**src/hdl/lineFilterPkg.sv**
```systemverilog
`default_nettype none

package lineFilterPkg;

    // controller phases
    typedef enum logic [1:0] {
        IDLE     = 2'd0,
        TRANSFER = 2'd1,
        PROCESS  = 2'd2,
        DONE     = 2'd3
    } filterState_t;

    // address width covers the longest line
    localparam int DEF_ADDRESS_W = 10;

    localparam int DEF_PIXEL_W = 8;

    // cycles from sample strobe to result strobe
    localparam int DEF_LATENCY = 4;

endpackage

`default_nettype wire

```
**src/hdl/smoothConv3.sv**
```systemverilog
`timescale 1ns/100ps
`default_nettype none

module smoothConv3 #(
    parameter int PIXEL_W = lineFilterPkg::DEF_PIXEL_W,
    parameter int LATENCY = lineFilterPkg::DEF_LATENCY
) (
    input  wire                i_CLK,
    input  wire                i_reset,
    input  wire                i_clear,
    input  wire                i_sampleStrobe,
    input  wire  [PIXEL_W-1:0] i_sample,
    output logic [PIXEL_W+1:0] o_result,
    output logic               o_resultStrobe
);
    localparam int RESULT_W = PIXEL_W + 2;
    localparam int DELAY    = LATENCY - 2;

    logic                sampleAligned;
    logic [1:0]          fillCount;
    logic [PIXEL_W-1:0]  tapMid;
    logic [PIXEL_W-1:0]  tapOld;
    logic [RESULT_W-1:0] weightedSum;
    logic [RESULT_W-1:0] sumReg;
    logic                sumValid;

    // incoming sample is the newest tap, kernel 1-2-1
    assign weightedSum = RESULT_W'(i_sample) + (RESULT_W'(tapMid) << 1) + RESULT_W'(tapOld);

    // strobe lags one cycle to meet the buffer read data
    always_ff @(posedge i_CLK) begin
        if (i_reset || i_clear) begin
            sampleAligned <= 1'b0;
            fillCount     <= 2'd0;
            sumValid      <= 1'b0;
        end else begin
            sampleAligned <= i_sampleStrobe;
            sumValid      <= sampleAligned && (fillCount == 2'd2);
            if (sampleAligned && (fillCount != 2'd2)) begin
                fillCount <= fillCount + 1'b1;
            end
        end
    end

    always_ff @(posedge i_CLK) begin
        if (sampleAligned) begin
            tapOld <= tapMid;
            tapMid <= i_sample;
            sumReg <= weightedSum;
        end
    end

    // pad out to the requested latency
    generate
        if (DELAY == 0) begin : gNoDelay
            assign o_result       = sumReg;
            assign o_resultStrobe = sumValid;
        end else begin : gDelay
            logic [RESULT_W-1:0] resultPipe [DELAY];
            logic [DELAY-1:0]    strobePipe;

            always_ff @(posedge i_CLK) begin
                if (i_reset || i_clear) begin
                    strobePipe <= '0;
                end else begin
                    strobePipe[0] <= sumValid;
                    for (int i = 1; i < DELAY; i++) begin
                        strobePipe[i] <= strobePipe[i-1];
                    end
                end
            end

            always_ff @(posedge i_CLK) begin
                resultPipe[0] <= sumReg;
                for (int i = 1; i < DELAY; i++) begin
                    resultPipe[i] <= resultPipe[i-1];
                end
            end

            assign o_result       = resultPipe[DELAY-1];
            assign o_resultStrobe = strobePipe[DELAY-1];
        end
    endgenerate

endmodule

`default_nettype wire

```
**config.mk**
```make
export PLATFORM = sky130hd
export DESIGN_NAME = smoothConv3
export DESIGN_NICKNAME = d
export VERILOG_FILES = /design/src/hdl/lineFilterPkg.sv /design/src/hdl/smoothConv3.sv
export SDC_FILE = /design/constraint.sdc
export NUM_CORES = 1
export LEC_CHECK = 0
export ABC_CLOCK_PERIOD_IN_PS = 3000
export BUFFER_PORTS_ARGS = -buffer_cell sky130_fd_sc_hd__buf_2
export CAP_MARGIN = 20
export CORE_AREA = 4 4 82 91
export DETAILED_ROUTE_END_ITERATION = 8
export DIE_AREA = 0 0 86 95
export PLACE_DENSITY_LB_ADDON = 0.25
export SYNTH_ARGS = -nofsm -noshare
export SYNTH_HDL_FRONTEND = slang
export SYNTH_SLANG_ARGS = --single-unit
```
**constraint.sdc**
```tcl
create_clock -name i_CLK -period 3 [get_ports i_CLK]
set_clock_uncertainty 0.2 [all_clocks]
set_input_delay 0.45 -clock i_CLK [delete_from_list [all_inputs] [get_ports i_CLK]]
set_output_delay 0.45 -clock i_CLK [all_outputs]
set_load 0.05 [all_outputs]
```
==> out/metrics.cfg <==
[timing]
max_freq_mhz = 386.1
layout_setup_ws_ps = 409.8
fin_crit_sh_pct = 86.34
hold_viol = 0
drv_slew = 0
holdWs_ps = 132.8
relSlewSlack_pct = 66.03
finalSetupTns_ps = 0
rsz0062_at_grt = no
tightestPinTransition_ps = 508.8
setup_violations = 0
min_period_ps = 2590

[critical_path]
r2r_end = sumReg[9]
crit_path_end_kind = flip-flop
worst_path_largest_cell_delay_ps = 470
startpoint_type = flip-flop
crit_chain = fa_1, ha_1, fa_1, a21oi_1, nor2b_1, a31oi_1, o21ai_0
critPathRequiredTime_ps = 2850
rr_worst_depth = 7
r2r_setup_slack_ps = 410
path_buf_inv = 0
critPathSlowestCell = fa_1
critical_path_class = flip-flop to flip-flop
r2r_start = tapMid[0]
critPathTopFamily = adder cells
crit_top_cell = fa_1
cp_max_fo = 3
crit_arrival_ps = 2440
path_depth = 7

[floorplanning]
ios = 23
die-area_mm2 = 0.008170
core_area_mm2 = 0.006555
fp.dieW_um = 86
initial_utilization_pct = 29.34
core.rowCount = 31
die_height_um = 95

[logic_synthesis]
ys_async_sr_fraction_pct = 0
synth_nets = 151
seq_area_frac_synth_pct = 67.66
ys.flop_type = edfxtp_1
avgSynthCellArea_um2 = 15.89
synth.distinct_cells = 28
synth-edff-count = 26
synth-seq-cells = 52
yosys_warnings = 0
synth_area_mm2 = 0.001923
netlist_instances = 121

[cts]
cts_buffer_depth = 2
insertion_delay_ps = 300
cts_buffers = 5
ctsHtreeMaxLevel = 2
cts_hold_buf = 0
cts-root-buf = clkbuf_8
cts_setup_buffers = 0
cts_tree = yes
ctsResizeCount = 0
cts.clk_slew.worst_paths_ps = 90
clkSinkCount = 52

[placement]
hpwlAfterDp_um = 1903
place_ws_ps = 214.1
gp_congestion = 0.6596
port_buffers = 22
place_inst = 216

[pwr]
p_per_area_mw_per_mm2 = 633.5
power.total_mw = 1.379
ir_worst_vdd_mv = 0.2459
p_leak_nw = 0.8356

[hold_path]
min_to = gDelay.resultPipe[0][18]
hp-start = gDelay.resultPipe[0][8]
hold_path_depth = 0
hold_path_class = flip-flop to flip-flop

[layout]
nNetsFinal = 171
fin_cells = 224
area_growth_pct = 13.21
fill_cells = 628
insertedDiodeCount = 0
drive_gt1_share_pct = 23.94

[routing]
drt_wl_total_um = 2509
avgViaCountPerCell = 4.134
avgRoutedWirePerCell_um = 11.20
num_vias = 926
drtIter0Drc = 24
postRouteAntennaNets = 0
first_pass_iters = 3
drc = 0

[run_status]
status = completed

[global_routing]
grtUsageTotal_pct = 6.835
gr-total-overflow = 0
grt_pass1_wl_um = 4215
grt_pass1_vias = 1011
grt_max_degree = 18
antenna_found_initial = 0

[flow_run]
maxCapViolations = 0

-- placed cells by master (no fill, tap or decap), types with 2 or more instances in the layout --
master / n
nor2_1: 4
nor2b_1: 2
a21oi_1: 6
xnor2_1: 5
edfxtp_1: 26
nand2_1: 2
buf_2: 22
and2_1: 3
dfxtp_1: 26
fa_1: 8
ha_1: 10
o21ai_0: 2
clkbuf_8: 5
nand3_1: 2
-- report_power, final --
group	switching (mW)	internal, mW	leakage [nW]
logic	0.0854	0.0593	0.322
registers	0.00943	0.780	0.456
clock network	0.227	0.219	0.0573
total	0.321	1.06	0.836
-- layout make-up --
type / count / area, um2 / share of cell area (%)
clock inverters: 2 / 15.01 / 0.6897
inverters: 1 / 3.754 / 0.1724
multi-input cells: 58 / 543.0 / 24.94
well taps: 82 / 102.6 / 4.713
clock buffers: 6 / 93.84 / 4.310
repair buffers: 23 / 117.6 / 5.402
flip-flops and latches: 52 / 1301 / 59.77
-- metal layers --
layer	part of all wire, %	wire [um]	GRT usage (%)
met1	41	1038	6.560
met5	0	0	0
met4	1.7	42	2.770
met3	8.0	201	3.578
met2	49	1227	12.21
-- Yosys cell counts, drive strengths merged, types with 3 or more instances --
library cell	instances	area, um2
a21oi	6	30.03
and2	3	18.77
buf	10	75.07
dfxtp	26	520.5
edfxtp	26	780.8
fa	8	160.2
ha	10	125.1
nor2	4	15.01
o21ai	3	15.01
xnor2	5	43.79
-- how the worst max path moves through the flow --
stage	slack (ps)	end	start
after floorplan	460	sumReg[9]	i_sample[1]
after global placement	240	sumReg[9]	i_sample[1]
after detailed placement	210	sumReg[9]	i_sample[1]
after CTS	390	sumReg[9]	tapMid[0]
after global routing	230	sumReg[9]	tapMid[0]
final	410	sumReg[9]	tapMid[0]
-- logic make-up after synthesis --
| kind of cell | after synthesis | share of synthesized area (%) |
|---|---|---|
| flops | 52 | 67.66 |
| simple gates | 19 | 5.531 |
| fa+ha+maj | 18 | 14.83 |
| compound gates | 15 | 5.140 |
| buf+inv | 11 | 4.099 |
| xor+xnor | 6 | 2.733 |
-- registers in the layout, summed over array words and instances, names as in the netlist --
register           cells
fillCount              2
gDelay.resultPipe     20
gDelay.strobePipe      2
sampleAligned          1
sumReg                10
sumValid               1
tapMid                 8
tapOld                 8
-- through the flow --
stage / util, % / instance area, um2
after floorplan: - / 1923
after global placement: 31.55 / 2068
after detailed placement: 31.55 / 2068
after CTS: 33.21 / 2177
after global routing: 33.21 / 2177
final: 33.21 / 2177
(Power assumes the default switching activity.)
