===== src/hdl/lineFilterPkg.sv =====
`default_nettype none

package lineFilterPkg;

    // controller phases
    typedef enum logic [1:0] {
        IDLE     = 2'd0,
        TRANSFER = 2'd1,
        PROCESS  = 2'd2,
        DONE     = 2'd3
    } filterState_t;

    // address width covers the longest line
    localparam int DEF_ADDRESS_W = 10;

    localparam int DEF_PIXEL_W = 8;

    // cycles from sample strobe to result strobe
    localparam int DEF_LATENCY = 4;

endpackage

`default_nettype wire


===== src/hdl/lineFilterFsm.sv =====
`timescale 1ns/100ps
`default_nettype none

module lineFilterFsm (
    input  wire  i_CLK,
    input  wire  i_reset,
    input  wire  i_load,
    input  wire  i_SoP,
    input  wire  i_valid,
    input  wire  i_lastTransfer,
    input  wire  i_lastRead,
    input  wire  i_lastWrite,
    input  wire  i_resultStrobe,
    output logic o_latchLength,
    output logic o_clearCounters,
    output logic o_readbackMode,
    output logic o_transferStep,
    output logic o_readStep,
    output logic o_loadWrite,
    output logic o_readbackRead,
    output logic o_sampleStrobe,
    output logic o_changeBlock,
    output logic o_EoP,
    output logic o_processing
);
    import lineFilterPkg::*;

    filterState_t state;
    logic validPrev;
    logic validEdge;
    logic readbackMode;
    logic endOfProcess;
    logic readDone;
    logic changeBlock;
    logic startLoad;
    logic startProcess;
    logic startReadback;
    logic transferEvent;
    logic lastEdge;

    assign validEdge = i_valid & ~validPrev;

    // legal phase starts out of IDLE
    assign startLoad     = (state == IDLE) && i_load && !i_SoP && !endOfProcess;
    assign startProcess  = (state == IDLE) && !i_load && i_SoP && !endOfProcess;
    assign startReadback = (state == IDLE) && !i_load && !i_SoP && endOfProcess;

    assign transferEvent = (state == TRANSFER) && validEdge;
    assign lastEdge      = transferEvent && i_lastTransfer;

    assign o_latchLength   = startLoad;
    assign o_clearCounters = startLoad | startProcess | startReadback;
    assign o_readbackMode  = readbackMode;
    assign o_transferStep  = transferEvent;
    assign o_loadWrite     = transferEvent && !readbackMode;
    assign o_readbackRead  = transferEvent && readbackMode;

    // one address per cycle until the last pixel has been read
    assign o_sampleStrobe = (state == PROCESS) && !readDone;
    assign o_readStep     = o_sampleStrobe;

    assign o_changeBlock = changeBlock;
    assign o_EoP         = endOfProcess;
    assign o_processing  = (state == PROCESS);

    always_ff @(posedge i_CLK) begin
        if (i_reset) begin
            state        <= IDLE;
            validPrev    <= 1'b0;
            readbackMode <= 1'b0;
            endOfProcess <= 1'b0;
            readDone     <= 1'b0;
            changeBlock  <= 1'b0;
        end else begin
            validPrev   <= i_valid;
            changeBlock <= lastEdge;
            case (state)
                IDLE: begin
                    readDone <= 1'b0;
                    if (startLoad) begin
                        state        <= TRANSFER;
                        readbackMode <= 1'b0;
                    end else if (startProcess) begin
                        state <= PROCESS;
                    end else if (startReadback) begin
                        state        <= TRANSFER;
                        readbackMode <= 1'b1;
                    end
                end
                TRANSFER: begin
                    if (lastEdge) begin
                        state <= IDLE;
                        // results consumed, ready for the next line
                        if (readbackMode) begin
                            endOfProcess <= 1'b0;
                        end
                    end
                end
                PROCESS: begin
                    if (o_sampleStrobe && i_lastRead) begin
                        readDone <= 1'b1;
                    end
                    if (i_resultStrobe && i_lastWrite) begin
                        endOfProcess <= 1'b1;
                        state        <= DONE;
                    end
                end
                DONE: begin
                    if (!i_SoP) begin
                        state <= IDLE;
                    end
                end
                default: state <= IDLE;
            endcase
        end
    end

endmodule

`default_nettype wire


===== config.mk =====
export PLATFORM = sky130hd
export DESIGN_NAME = lineFilterFsm
export DESIGN_NICKNAME = d
export VERILOG_FILES = /design/src/hdl/lineFilterPkg.sv /design/src/hdl/lineFilterFsm.sv
export SDC_FILE = /design/constraint.sdc
export NUM_CORES = 1
export LEC_CHECK = 0
export BUFFER_PORTS_ARGS = -buffer_cell sky130_fd_sc_hd__buf_2
export CORE_AREA = 10 10 47 49
export CTS_CLUSTER_SIZE = 16
export DETAILED_ROUTE_END_ITERATION = 16
export DIE_AREA = 0 0 57 59
export PLACE_DENSITY_LB_ADDON = 0.05
export SYNTH_ARGS = -nofsm -noshare
export SYNTH_HDL_FRONTEND = slang
export SYNTH_SLANG_ARGS = --single-unit
export TNS_END_PERCENT = 10

===== constraint.sdc =====
create_clock -name i_CLK -period 2.4 [get_ports i_CLK]
set_clock_uncertainty 0.1 [all_clocks]
set_input_delay 0.24 -clock i_CLK [delete_from_list [all_inputs] [get_ports i_CLK]]
set_output_delay 0.24 -clock i_CLK [all_outputs]
set_load 0.005 [all_outputs]

==> out/qor.yml <==
run_status: "completed"
fin_worst_hold_slack_ps: 102
crit_slowest_cell: "sky130_fd_sc_hd__dfxtp_1"
vias: 416
wire_per_inst_um: 13.2
syn-mean-instance-area_um2: 8.41
clock_latency_ps: 250
mappedNetlistNets: 56
cts_bufs_inserted: 3
cts_htree_levels: 1
placementRows: 14
cp.arrival_ps: 1440
critical-path-max-stage-delay_ps: 400
slew_violations: 0
design.core.area_um2: 1400
diodes_inserted: 0
antenna_found_initial: 0
worst_hold_path_type: "in2reg"
grt_max_degree: 12
route.detailed.vias_per_inst: 5.01
numPortBuffers: 19
design.final.nets: 77
floorplan.initialDensity_pct: 28.2
critical_path_class: "reg2out"
aggregate_global_routing_overflow: 0
p_leak_nw: 0.241
post-cts-setup-buffers: 0
mostFrequentLayoutCell: "sky130_fd_sc_hd__buf_2"
grt_pass1_vias: 439
setup_viol_count_final: 0
yosys_most_used_dff: "sky130_fd_sc_hd__dfxtp_1"
drt_drc_violations_left: 0
finalCritPeriodShare_pct: 74.0
power_density_nw_per_um2: 647
netlist-cell-type-count: 24
gp_routability_congestion: 0.683
dieWidth_um: 57
timing.max_cap.violations: 0
timing_worst_slew_pin_value_ps: 420
layout_cells_sized_above_1_pct: 34.3
yosys_warnings: 0
detail_route.iter0.violations: 3
postRouteWirelength_um: 1090
cts_tree: "done"
synth_edf_count: 0
setup.worst_path.end_class: "primary output"
post_synth_instance_area_um2: 395
detail-route-antenna-nets: 0
areaGrowthSynthToFinish_pct: 28.2
hold_violations: 0
num_io_pins: 20
path_clk_slew_ps: 50
die_h_um: 59
nFillCells: 164
ys_async_sr_fraction_pct: 0
syn_inst: 47
slew_headroom_pct: 71.3
achievable-frequency_ghz: 0.563
hpwlAfterDp_um: 873
critical_path.cell_chain: "nor3b_1 > nand2_1 > inv_1 > and2_1 > buf_2"
final_cell_mix: "sky130_fd_sc_hd__buf_2, sky130_fd_sc_hd__dfxtp_1, sky130_fd_sc_hd__inv_1, sky130_fd_sc_hd__a21oi_1"
cts.sinks: 7
cts-resized-gates: 0
drtPass1Iterations: 2
synth-seq-area-share_pct: 35.4
cts_buffer_depth: 2
grt_first_pass_wirelength_um: 1870
holdBufCountCts: 0
worstPathMaxFanout: 11
design.die.area_um2: 3360
timing.critical_path.buf_inv: 2
worst_path_dominant_cell_family: "simple AND/OR/NAND/NOR gates"
grt.total_usage_pct: 6.94
grt_setup_unrepaired: "no"
vdd.ir_drop.worst_mv: 0.348
cts_root_buffer: "sky130_fd_sc_hd__clkbuf_4"
post-route-min-period_ps: 1780
total_negative_setup_slack_ps: 0
start_kind: "flop"
worst_ep_required_time_ps: 2060
fin_util_pct: 36.2
synth_seq_cells: 7
report_power, final:
part / switching (W) / total (W) / internal (W)
clock: 0.0000419 / 0.000105 / 0.0000633
combinational: 0.0000359 / 0.0000752 / 0.0000393
sequential: 0.0000201 / 0.000147 / 0.000127
path summary, 6_finish.rpt:
check | from | end | slack (ps) | depth (start not counted)
max | state[1] | o_readbackRead | 620 | 5
min | i_lastTransfer | o_EoP | 100 | 2
max reg2reg | state[1] | o_EoP | 1040 | 5
min reg2reg | o_readbackMode | o_readbackMode | 410 | 2
layout make-up:
type	instances	area, µm²	share of cell area [%]
flip-flops and latches	7	140	27.7
clock buffers	4	26.3	5.19
well taps	16	20.0	3.95
repair buffers	19	95.1	18.8
multi-input cells	33	210	41.5
inverters	4	15.0	2.96
flip-flops by register name (all words and copies together) (netlist names):
signal / count
state: 2
o_EoP: 1
o_changeBlock: 1
o_readbackMode: 1
readDone: 1
validPrev: 1
kinds of logic (layout without fill, tap and decap cells):
kind of cell | Yosys count | in the layout | share of synthesized area, %
xor+xnor | 1 | 1 | 2.22
flops | 7 | 7 | 35.4
simple gates | 20 | 20 | 31.0
buf+inv | 7 | 27 | 11.4
compound gates | 12 | 12 | 19.9
synth_stat cells (all sizes together), types with 2 or more instances:
| library cell | n | area (µm²) |
|---|---|---|
| buf | 3 | 30.0 |
| nor2 | 3 | 11.3 |
| dfxtp | 7 | 140 |
| nor2b | 3 | 18.8 |
| a21oi | 4 | 20.0 |
| inv | 4 | 15.0 |
| nor3b | 3 | 22.5 |
| nand2 | 3 | 11.3 |
| nor3 | 2 | 10.0 |
| o21ai | 3 | 15.0 |
stage by stage:
step	cell area, µm²	power (W)	cells	worst slack (ps)
5_1_grt	507	0.000358	83	434
3_3_place_gp	480	0.000228	79	901
4_1_cts	507	0.000337	83	587
3_5_place_dp	480	0.000228	79	867
6_report	507	0.000328	83	624
2_1_floorplan	395	0.000204	47	996
per-layer routing:
| layer | vias up | global-route usage, % | wire length (µm) |
|---|---|---|---|
| met5 | - | 0 | 0 |
| met4 | 0 | 5.03 | 7 |
| met3 | 2 | 4.29 | 136 |
| met2 | 14 | 9.46 | 438 |
| met1 | 186 | 7.68 | 511 |
| li1 | 214 | - | - |
Note: power is estimated with default switching activity, not from simulation.
