--- src/hdl/lineFilterPkg.sv ---
`default_nettype none

package lineFilterPkg;

    // controller phases
    typedef enum logic [1:0] {
        IDLE     = 2'd0,
        TRANSFER = 2'd1,
        PROCESS  = 2'd2,
        DONE     = 2'd3
    } filterState_t;

    // address width covers the longest line
    localparam int DEF_ADDRESS_W = 10;

    localparam int DEF_PIXEL_W = 8;

    // cycles from sample strobe to result strobe
    localparam int DEF_LATENCY = 4;

endpackage

`default_nettype wire

--- src/hdl/lineAddrCounter.sv ---
`timescale 1ns/100ps
`default_nettype none

module lineAddrCounter #(
    parameter int ADDRESS_W = lineFilterPkg::DEF_ADDRESS_W
) (
    input  wire                  i_CLK,
    input  wire                  i_reset,
    input  wire  [ADDRESS_W-1:0] i_imgLength,
    input  wire                  i_latchLength,
    input  wire                  i_clear,
    input  wire                  i_readbackMode,
    input  wire                  i_transferStep,
    input  wire                  i_readStep,
    input  wire                  i_writeStep,
    output logic [ADDRESS_W-1:0] o_transferAdd,
    output logic [ADDRESS_W-1:0] o_readAdd,
    output logic [ADDRESS_W-1:0] o_writeAdd,
    output logic                 o_lastTransfer,
    output logic                 o_lastRead,
    output logic                 o_lastWrite
);
    logic [ADDRESS_W-1:0] lineLength;
    logic [ADDRESS_W-1:0] lengthMinus2;
    logic [ADDRESS_W-1:0] transferLimit;

    // last result address, imgLength-1 results per line
    assign lengthMinus2 = lineLength - ADDRESS_W'(2);

    // readback stops at the last result, load at the last pixel
    assign transferLimit = i_readbackMode ? lengthMinus2 : lineLength;

    assign o_lastTransfer = (o_transferAdd == transferLimit);
    assign o_lastRead     = (o_readAdd == lineLength);
    assign o_lastWrite    = (o_writeAdd == lengthMinus2);

    always_ff @(posedge i_CLK) begin
        if (i_reset) begin
            lineLength <= '0;
        end else if (i_latchLength) begin
            lineLength <= i_imgLength;
        end
    end

    always_ff @(posedge i_CLK) begin
        if (i_reset || i_clear) begin
            o_transferAdd <= '0;
            o_readAdd     <= '0;
            o_writeAdd    <= '0;
        end else begin
            if (i_transferStep) begin
                o_transferAdd <= o_transferAdd + 1'b1;
            end
            if (i_readStep) begin
                o_readAdd <= o_readAdd + 1'b1;
            end
            if (i_writeStep) begin
                o_writeAdd <= o_writeAdd + 1'b1;
            end
        end
    end

endmodule

`default_nettype wire

--- config.mk ---
export PLATFORM = sky130hd
export DESIGN_NAME = lineAddrCounter
export DESIGN_NICKNAME = d
export VERILOG_FILES = /design/src/hdl/lineFilterPkg.sv /design/src/hdl/lineAddrCounter.sv
export SDC_FILE = /design/constraint.sdc
export NUM_CORES = 1
export LEC_CHECK = 0
export BUFFER_PORTS_ARGS = -buffer_cell sky130_fd_sc_hd__buf_2
export CAP_MARGIN = 10
export CORE_MARGIN = 10
export CORE_UTILIZATION = 40
export DETAILED_ROUTE_END_ITERATION = 12
export PLACE_DENSITY = 0.7
export SYNTH_ARGS = -nofsm -noshare
export SYNTH_HDL_FRONTEND = slang
export SYNTH_SLANG_ARGS = --single-unit
--- constraint.sdc ---
create_clock -name i_CLK -period 2.68 [get_ports i_CLK]
set_input_delay 0.402 -clock i_CLK [delete_from_list [all_inputs] [get_ports i_CLK]]
set_output_delay 0.402 -clock i_CLK [all_outputs]
set_load 0.01 [all_outputs]
==> metrics, run 1 <==
sequential cell area fraction in the yosys report=0.3482; switching part of the total power=0.2722; launch point of the worst hold path=i_imgLength[2]; number of enable-type register cells in the synthesized netlist=0; antenna diode count=0; setup repair after global routing missed its margin=yes; CP Class=flop to output port; Max Clock Skew=about 0.0080 ns; leading post-synthesis cells by instance count=sky130_fd_sc_hd__nor2_1 (44), sky130_fd_sc_hd__dfxtp_1 (40), sky130_fd_sc_hd__xor2_1 (35), sky130_fd_sc_hd__xnor2_1 (23), sky130_fd_sc_hd__nand2_1 (17); worst-case clock buffer depth=2; die outline height=approximately 96 um; share of cell area taken by muxes after synthesis=0.06529; hold slack=approximately 0.36 ns; internal power=between 0.0009 and 0.001 W; Clk pwr share=0.331; global router's overall resource usage=0.1350; number of iterations in the first detailed-routing pass=4; dominant register cell in the synthesized netlist=sky130_fd_sc_hd__dfxtp_1; post-synth top area share=0.3482; shortest clock period the worst path allows after layout=around 2.6 ns; post-synthesis adder-cell area fraction=0.02176; share of the clock period used by the worst path=0.9860; Buffers on Ports=50; total routed wirelength=6001 um; Clk Latency, worst-skew pair=about 0.29 ns; number of DRC violations after detailed routing=0; number of antenna violations at the first check in global routing=0; Data arrival, critical path=2.24 ns; synthesized netlist cell count=roughly 270; Least-Margin Pin Slew=between 0.3 and 0.4 ns; most repeated cell in the gate-level netlist after synthesis=sky130_fd_sc_hd__nor2_1; wire length of the first global-routing pass=9873 um; Top Ports=51; total vias in the final route=roughly 2000; number of CTS-inserted buffers=5; syn_nets=between 200 and 300; vias in the first global route=1980; xor/xnor cell area share of the yosys netlist=0.2209; multi-input gate area in the final layout=around 1400 um^2; core footprint=5540 um^2; number of max-cap violations=0; start of the worst register-to-register path=o_readAdd[2]$_SDFFE_PP0P_; number of different library cells in the post-synthesis netlist=38; initial detailed-routing violation count=approximately 100; Worst Hold Path EP=lineLength[2]$_SDFFE_PP0P_; r2r worst-path depth=5; CP endpoint kind=output port; Die Span X=95.83 um; placed instance area=between 2000 and 3000 um^2; count of fill cells added during filler insertion=~530; global-route congestion overflow total=0; count of state elements after synthesis=40; Worst-path clk slew=about 0.07 ns; proportion of power drawn by flip-flops and latches=0.500; worst min-delay path category=input port to flop; top post-synthesis cells by area=sky130_fd_sc_hd__dfxtp_1 (35%), sky130_fd_sc_hd__xor2_1 (13%), sky130_fd_sc_hd__xnor2_1 (8.8%); Worst setup SP type=flop; yosys synthesis warning count=0; HPWL Detailed=4590 um; die area=a little over 9000 um^2; critical register-to-register path endpoint=o_readAdd[8]$_SDFFE_PP0P_; area overhead of the layout relative to synthesis=22.80%; hold path depth=3; setup violators final=0; detailed-route wire length per cell=between 15 and 20 um; proportion of register bits with asynchronous set or reset after synthesis=0; Syn Std Cell Area=2300 um^2; outcome=completed; gpl congestion=roughly 0.9; CTS root buf=sky130_fd_sc_hd__clkbuf_8; peak fanout along the critical path=4; register area=just over 800 um^2; final slew viol count=0; worst rel slew slack=0.7651; leakage power=1.288 nW; Combinational Power Share=0.169; cell type with the highest aggregate area in the netlist=sky130_fd_sc_hd__dfxtp_1; CTS Hold Bufs=0; net count of the finished layout=about 340; Sinks on Clock Net=40; number of hold violations in the final report=0; register-to-register setup slack=1.30 ns; Detail Route Antenna Nets=0; maximum number of pins on one net before global-route repair=25; complex-gate fraction of the synthesized area=0.05713; simple-gate share of the synthesized area=0.2437; combinational family with the most area after synthesis=simple AND/OR/NAND/NOR gates; Switching Power=around 0.00034 W; Syn Area/Cell=just under 9 um^2; Worst IR Drop VDD=between 0.15 and 0.2 mV; final design instance area without fill=~2800 um^2; initial cell density of the core=0.4151; power per cell area=around 450 nW/um^2; WP data required=~2.3 ns; vias per inst=5.073; row cnt=27; count of H-tree levels built during CTS=2; proportion of layout cells with a drive suffix above 1=0.2755; Max Fclk=between 0.3 and 0.4 GHz; CP startpoint=lineLength[1]$_SDFFE_PP0P_; TritonCTS clock tree=yes
==> how the worst max path moves through the flow <==
| stage | end | slack (ns) |
|---|---|---|
| final | o_lastTransfer | 0.04 |
| after global routing | o_lastTransfer | -0.07 |
| after CTS | o_lastTransfer | 0.001 |
| after detailed placement | o_lastTransfer | 0.19 |
| after global placement | o_lastTransfer | 0.23 |
| after floorplan | o_lastTransfer | 0.37 |
==> cells in the final DEF (no fill, tap or decap), drive strengths merged, types with 3 or more instances in the layout <==
master / synthesis / layout
dfxtp: 40 / 40
nor2: 44 / 44
and3: 10 / 10
nor4: 3 / 3
nand2: 17 / 17
a21oi: 5 / 5
nand3: 3 / 3
ha: 4 / 4
xor2: 35 / 35
nand2b: 4 / 4
inv: 4 / 4
clkbuf: 9 / 6
nor3: 5 / 5
mux2i: 15 / 15
nand4: 16 / 16
xnor2: 23 / 23
buf: 6 / 64
==> flip-flops by register name, summed over array words and instances, names as in the netlist <==
signal         flops
lineLength        10
o_readAdd         10
o_transferAdd     10
o_writeAdd        10
==> cell families after synthesis <==
group	count (synthesis)
AND/OR/NAND/NOR	112
adder cells (fa/ha/maj)	4
AO/OA/AOI/OAI	18
multiplexers	15
buffers and inverters	19
flip-flops	40
XOR/XNOR	58
==> critical path, stage by stage (launching register included) <==
cell	delay (ns)
sky130_fd_sc_hd__dfxtp_4	0.37
sky130_fd_sc_hd__nor3_4	0.20
sky130_fd_sc_hd__a21oi_2	0.07
sky130_fd_sc_hd__or4b_1	0.52
sky130_fd_sc_hd__or4_4	0.49
sky130_fd_sc_hd__a211oi_2	0.15
sky130_fd_sc_hd__buf_2	0.16
==> per-stage QoR <==
step / std cells / power [W] / setup WS (ns) / utilization / TNS (ns)
2_1_floorplan: 266 / 0.0007803 / 0.3662 / - / 0
3_3_place_gp: 383 / 0.0008381 / 0.2318 / 0.4749 / 0
3_5_place_dp: 383 / 0.0008382 / 0.1864 / 0.4749 / 0
4_1_cts: 394 / 0.001257 / 0.001478 / 0.4995 / 0
5_1_grt: 395 / 0.001321 / -0.06537 / 0.5097 / -0.06537
6_report: 395 / 0.001258 / 0.03762 / 0.5097 / 0
==> repair_timing <==
item	CTS	global route
setup endpoints to repair	1	2
buffers inserted	3	1
pin swaps	1	0
gates resized for setup	9	11
==> per-layer routing <==
metal / wire (um) / GRT usage / part of all wire
met3: 320 / 0.03735 / 0.053
met1: 2823 / 0.1682 / 0.47
met4: 90 / 0.04423 / 0.015
met2: 2767 / 0.2201 / 0.46
met5: 0 / 0 / 0
==> power groups by stage <==
stage | logic, W | clock network, W | registers (W)
CTS | 0.000203 | 0.000424 | 0.000631
finish | 0.000213 | 0.000416 | 0.000629
global route | 0.000238 | 0.000452 | 0.000631
global placement | 0.000194 | 0 | 0.000644
floorplan | 0.000150 | 0 | 0.000630
detailed placement | 0.000193 | 0 | 0.000645
==> area by class of cell <==
cell class	instances	area share
Multi-Input combinational cell	207	0.5131
Clock inverter	2	0.003545
Sequential cell	40	0.2911
Timing Repair Buffer	64	0.1258
Inverter	4	0.005317
Clock buffer	6	0.02924
Tap cell	72	0.03190
Power figures use the tool's default switching activity.
==> run 2, diff against run 1 <==
- SETUP_SLACK_MARGIN: not set -> 0.15
==> run 2 against run 1 <==
Non-clock buffer count unchanged. Global-route usage about the same. Clock power about the same. Sequential cell count unchanged. Total power about the same. Critical path depth unchanged. First-iteration DRC count increased by 1.0%. Cell count unchanged. Final area increased by 0.18%. Register-to-register slack about the same. Via count decreased by 0.80%. Highest routed layer unchanged. Largest power group unchanged.
==> metrics, run 2 (synthesis results as in run 1) <==
outcome=completed; number of hold violations in the final report=0; highest metal layer with signal wires=met4; register-to-register setup slack=roughly 1.3 ns; Buffers on Ports=50; Sinks on Clock Net=40; Combinational Power Share=0.170; Max Clock Skew=roughly 0.0081 ns; power per cell area=roughly 440 nW/um^2; WP data required=~2.3 ns; setup violators final=0; wire length of the first global-routing pass=~10000 um; die area=9182 um^2; wire length on met1=~2800 um; worst rel slew slack=0.7640; HPWL Detailed=between 4000 and 5000 um; number of antenna violations at the first check in global routing=0; Worst Hold Path EP=lineLength[0]$_SDFFE_PP0P_; number of max-cap violations=0; leakage power=1.288 nW; vias per inst=roughly 5.0; number of CTS-inserted buffers=5; final design instance area without fill=about 2800 um^2; count of H-tree levels built during CTS=2; number of DRC violations after detailed routing=0; proportion of layout cells with a drive suffix above 1=0.2786; final slew viol count=0; Worst-path clk slew=0.07 ns; most common cell after layout, fill and taps aside=sky130_fd_sc_hd__buf_2; total routed wirelength=6009 um; Least-Margin Pin Slew=around 0.35 ns; setup repair after global routing missed its margin=yes; CP endpoint kind=output port; CP Class=flop to output port; ordered cell list for the critical path=nor3_2, a21oi_1, or4b_1, or4_4, a211oi_2, buf_2; launch point of the worst hold path=i_imgLength[0]; start of the worst register-to-register path=o_readAdd[2]$_SDFFE_PP0P_; global-route congestion overflow total=0; Detail Route Antenna Nets=0; vias in the first global route=about 2000; met3 wirelength from detailed routing=~340 um; area overhead of the layout relative to synthesis=23.01%; Clk Latency, worst-skew pair=~0.30 ns; metal2 WL=approximately 2800 um; total vias in the final route=1988; critical register-to-register path endpoint=o_readAdd[8]$_SDFFE_PP0P_; CTS root buf=sky130_fd_sc_hd__clkbuf_8; hold path depth=3; detailed-route wire length per cell=15.21 um; Max stage delay on crit path=approximately 0.50 ns; TritonCTS clock tree=yes; Clk pwr share=0.330; row cnt=27; worst min-delay path category=input port to flop; Max Fclk=0.3785 GHz; core footprint=roughly 5500 um^2; share of the clock period used by the worst path=0.9858; internal power=between 0.0009 and 0.001 W; number of iterations in the first detailed-routing pass=4; total power=around 0.0013 W; shortest clock period the worst path allows after layout=~2.6 ns; switching part of the total power=0.2720; Worst setup SP type=flop; initial detailed-routing violation count=a little under 100; Switching Power=0.0003421 W; peak fanout along the critical path=7; proportion of power drawn by flip-flops and latches=0.500; placed instance area=2631 um^2; die outline height=roughly 96 um; most used cells in the layout excluding fill and tap cells=sky130_fd_sc_hd__buf_2 (50), sky130_fd_sc_hd__nor2_1 (44), sky130_fd_sc_hd__xor2_1 (35); Data arrival, critical path=about 2.2 ns; initial cell density of the core=0.4151; antenna diode count=0; maximum number of pins on one net before global-route repair=25; Critical-path top delay cell=sky130_fd_sc_hd__or4b_1; worst-case clock buffer depth=2; Worst IR Drop VDD=around 0.18 mV; global router's overall resource usage=0.1353; Top Ports=between 50 and 60; CTS Hold Bufs=0; net count of the finished layout=around 340; Die Span X=95.83 um; gpl congestion=approximately 0.89; r2r worst-path depth=5
[run 2: cell counts in the layout (fill, tap and decap cells not counted)]
Identical to the previous run, type by type.
[run 2: repair_timing]
action / 4_1_cts / 5_1_grt
pin swaps: 1 / 1
gates resized for setup: 15 / 6
endpoints found under the hold margin: 0 / 0
gates cloned: 0 / 0
buffers inserted: 4 / 0
setup endpoints to repair: 2 / 2
[run 2: how the worst max path moves through the flow]
stage | startpoint | end | slack, ns | depth (start not counted)
after floorplan | lineLength[1]$_SDFFE_PP0P_ | o_lastTransfer | 0.37 | 6
after global placement | lineLength[3]$_SDFFE_PP0P_ | o_lastTransfer | 0.23 | 6
after global routing | lineLength[2]$_SDFFE_PP0P_ | o_lastTransfer | -0.06 | 6
after detailed placement | lineLength[3]$_SDFFE_PP0P_ | o_lastTransfer | 0.19 | 6
after CTS | lineLength[2]$_SDFFE_PP0P_ | o_lastTransfer | 0.02 | 6
final | lineLength[2]$_SDFFE_PP0P_ | o_lastTransfer | 0.04 | 6
[run 2: routing by layer]
metal | up-vias | global-route usage
met5 | - | 0
li1 | 1022 | -
met3 | 5 | 0.03735
met4 | 0 | 0.04423
met1 | 920 | 0.1677
met2 | 41 | 0.2218
[run 2: layout make-up]
class	count	area [um^2]
multi-input cells	207	1454
well taps	72	90.09
flip-flops and latches	40	822.0
repair buffers	64	355.3
clock buffers	6	82.58
inverters	4	15.01
clock inverters	2	10.01
fillers	530	2711
[run 2: power groups by stage]
stage | combinational [W] | sequential, W | clock (W)
floorplan | 0.000150 | 0.000630 | 0
global placement | 0.000194 | 0.000644 | 0
detailed placement | 0.000193 | 0.000645 | 0
CTS | 0.000208 | 0.000629 | 0.000423
global route | 0.000239 | 0.000631 | 0.000453
finish | 0.000214 | 0.000628 | 0.000415
[run 2: per-stage QoR]
step                instances  hold slack, ns  utilization   TNS, ns  worst slack, ns
floorplan                 266          0.5384            -         0           0.3662
global placement          383          0.5242       0.4749         0           0.2318
detailed placement        383          0.5335       0.4749         0           0.1864
CTS                       395          0.3511       0.5043         0          0.01585
global route              395          0.3611       0.5106  -0.06242         -0.06242
finish                    395          0.3555       0.5106         0          0.03803
[run 2: worst max-delay path: cells and delay by family, from the launching register on]
family	cells	cell delay [ns]
AND/OR/NAND/NOR	3	1.18
flip-flops	1	0.38
AO/OA/AOI/OAI	2	0.24
buffers and inverters	1	0.16
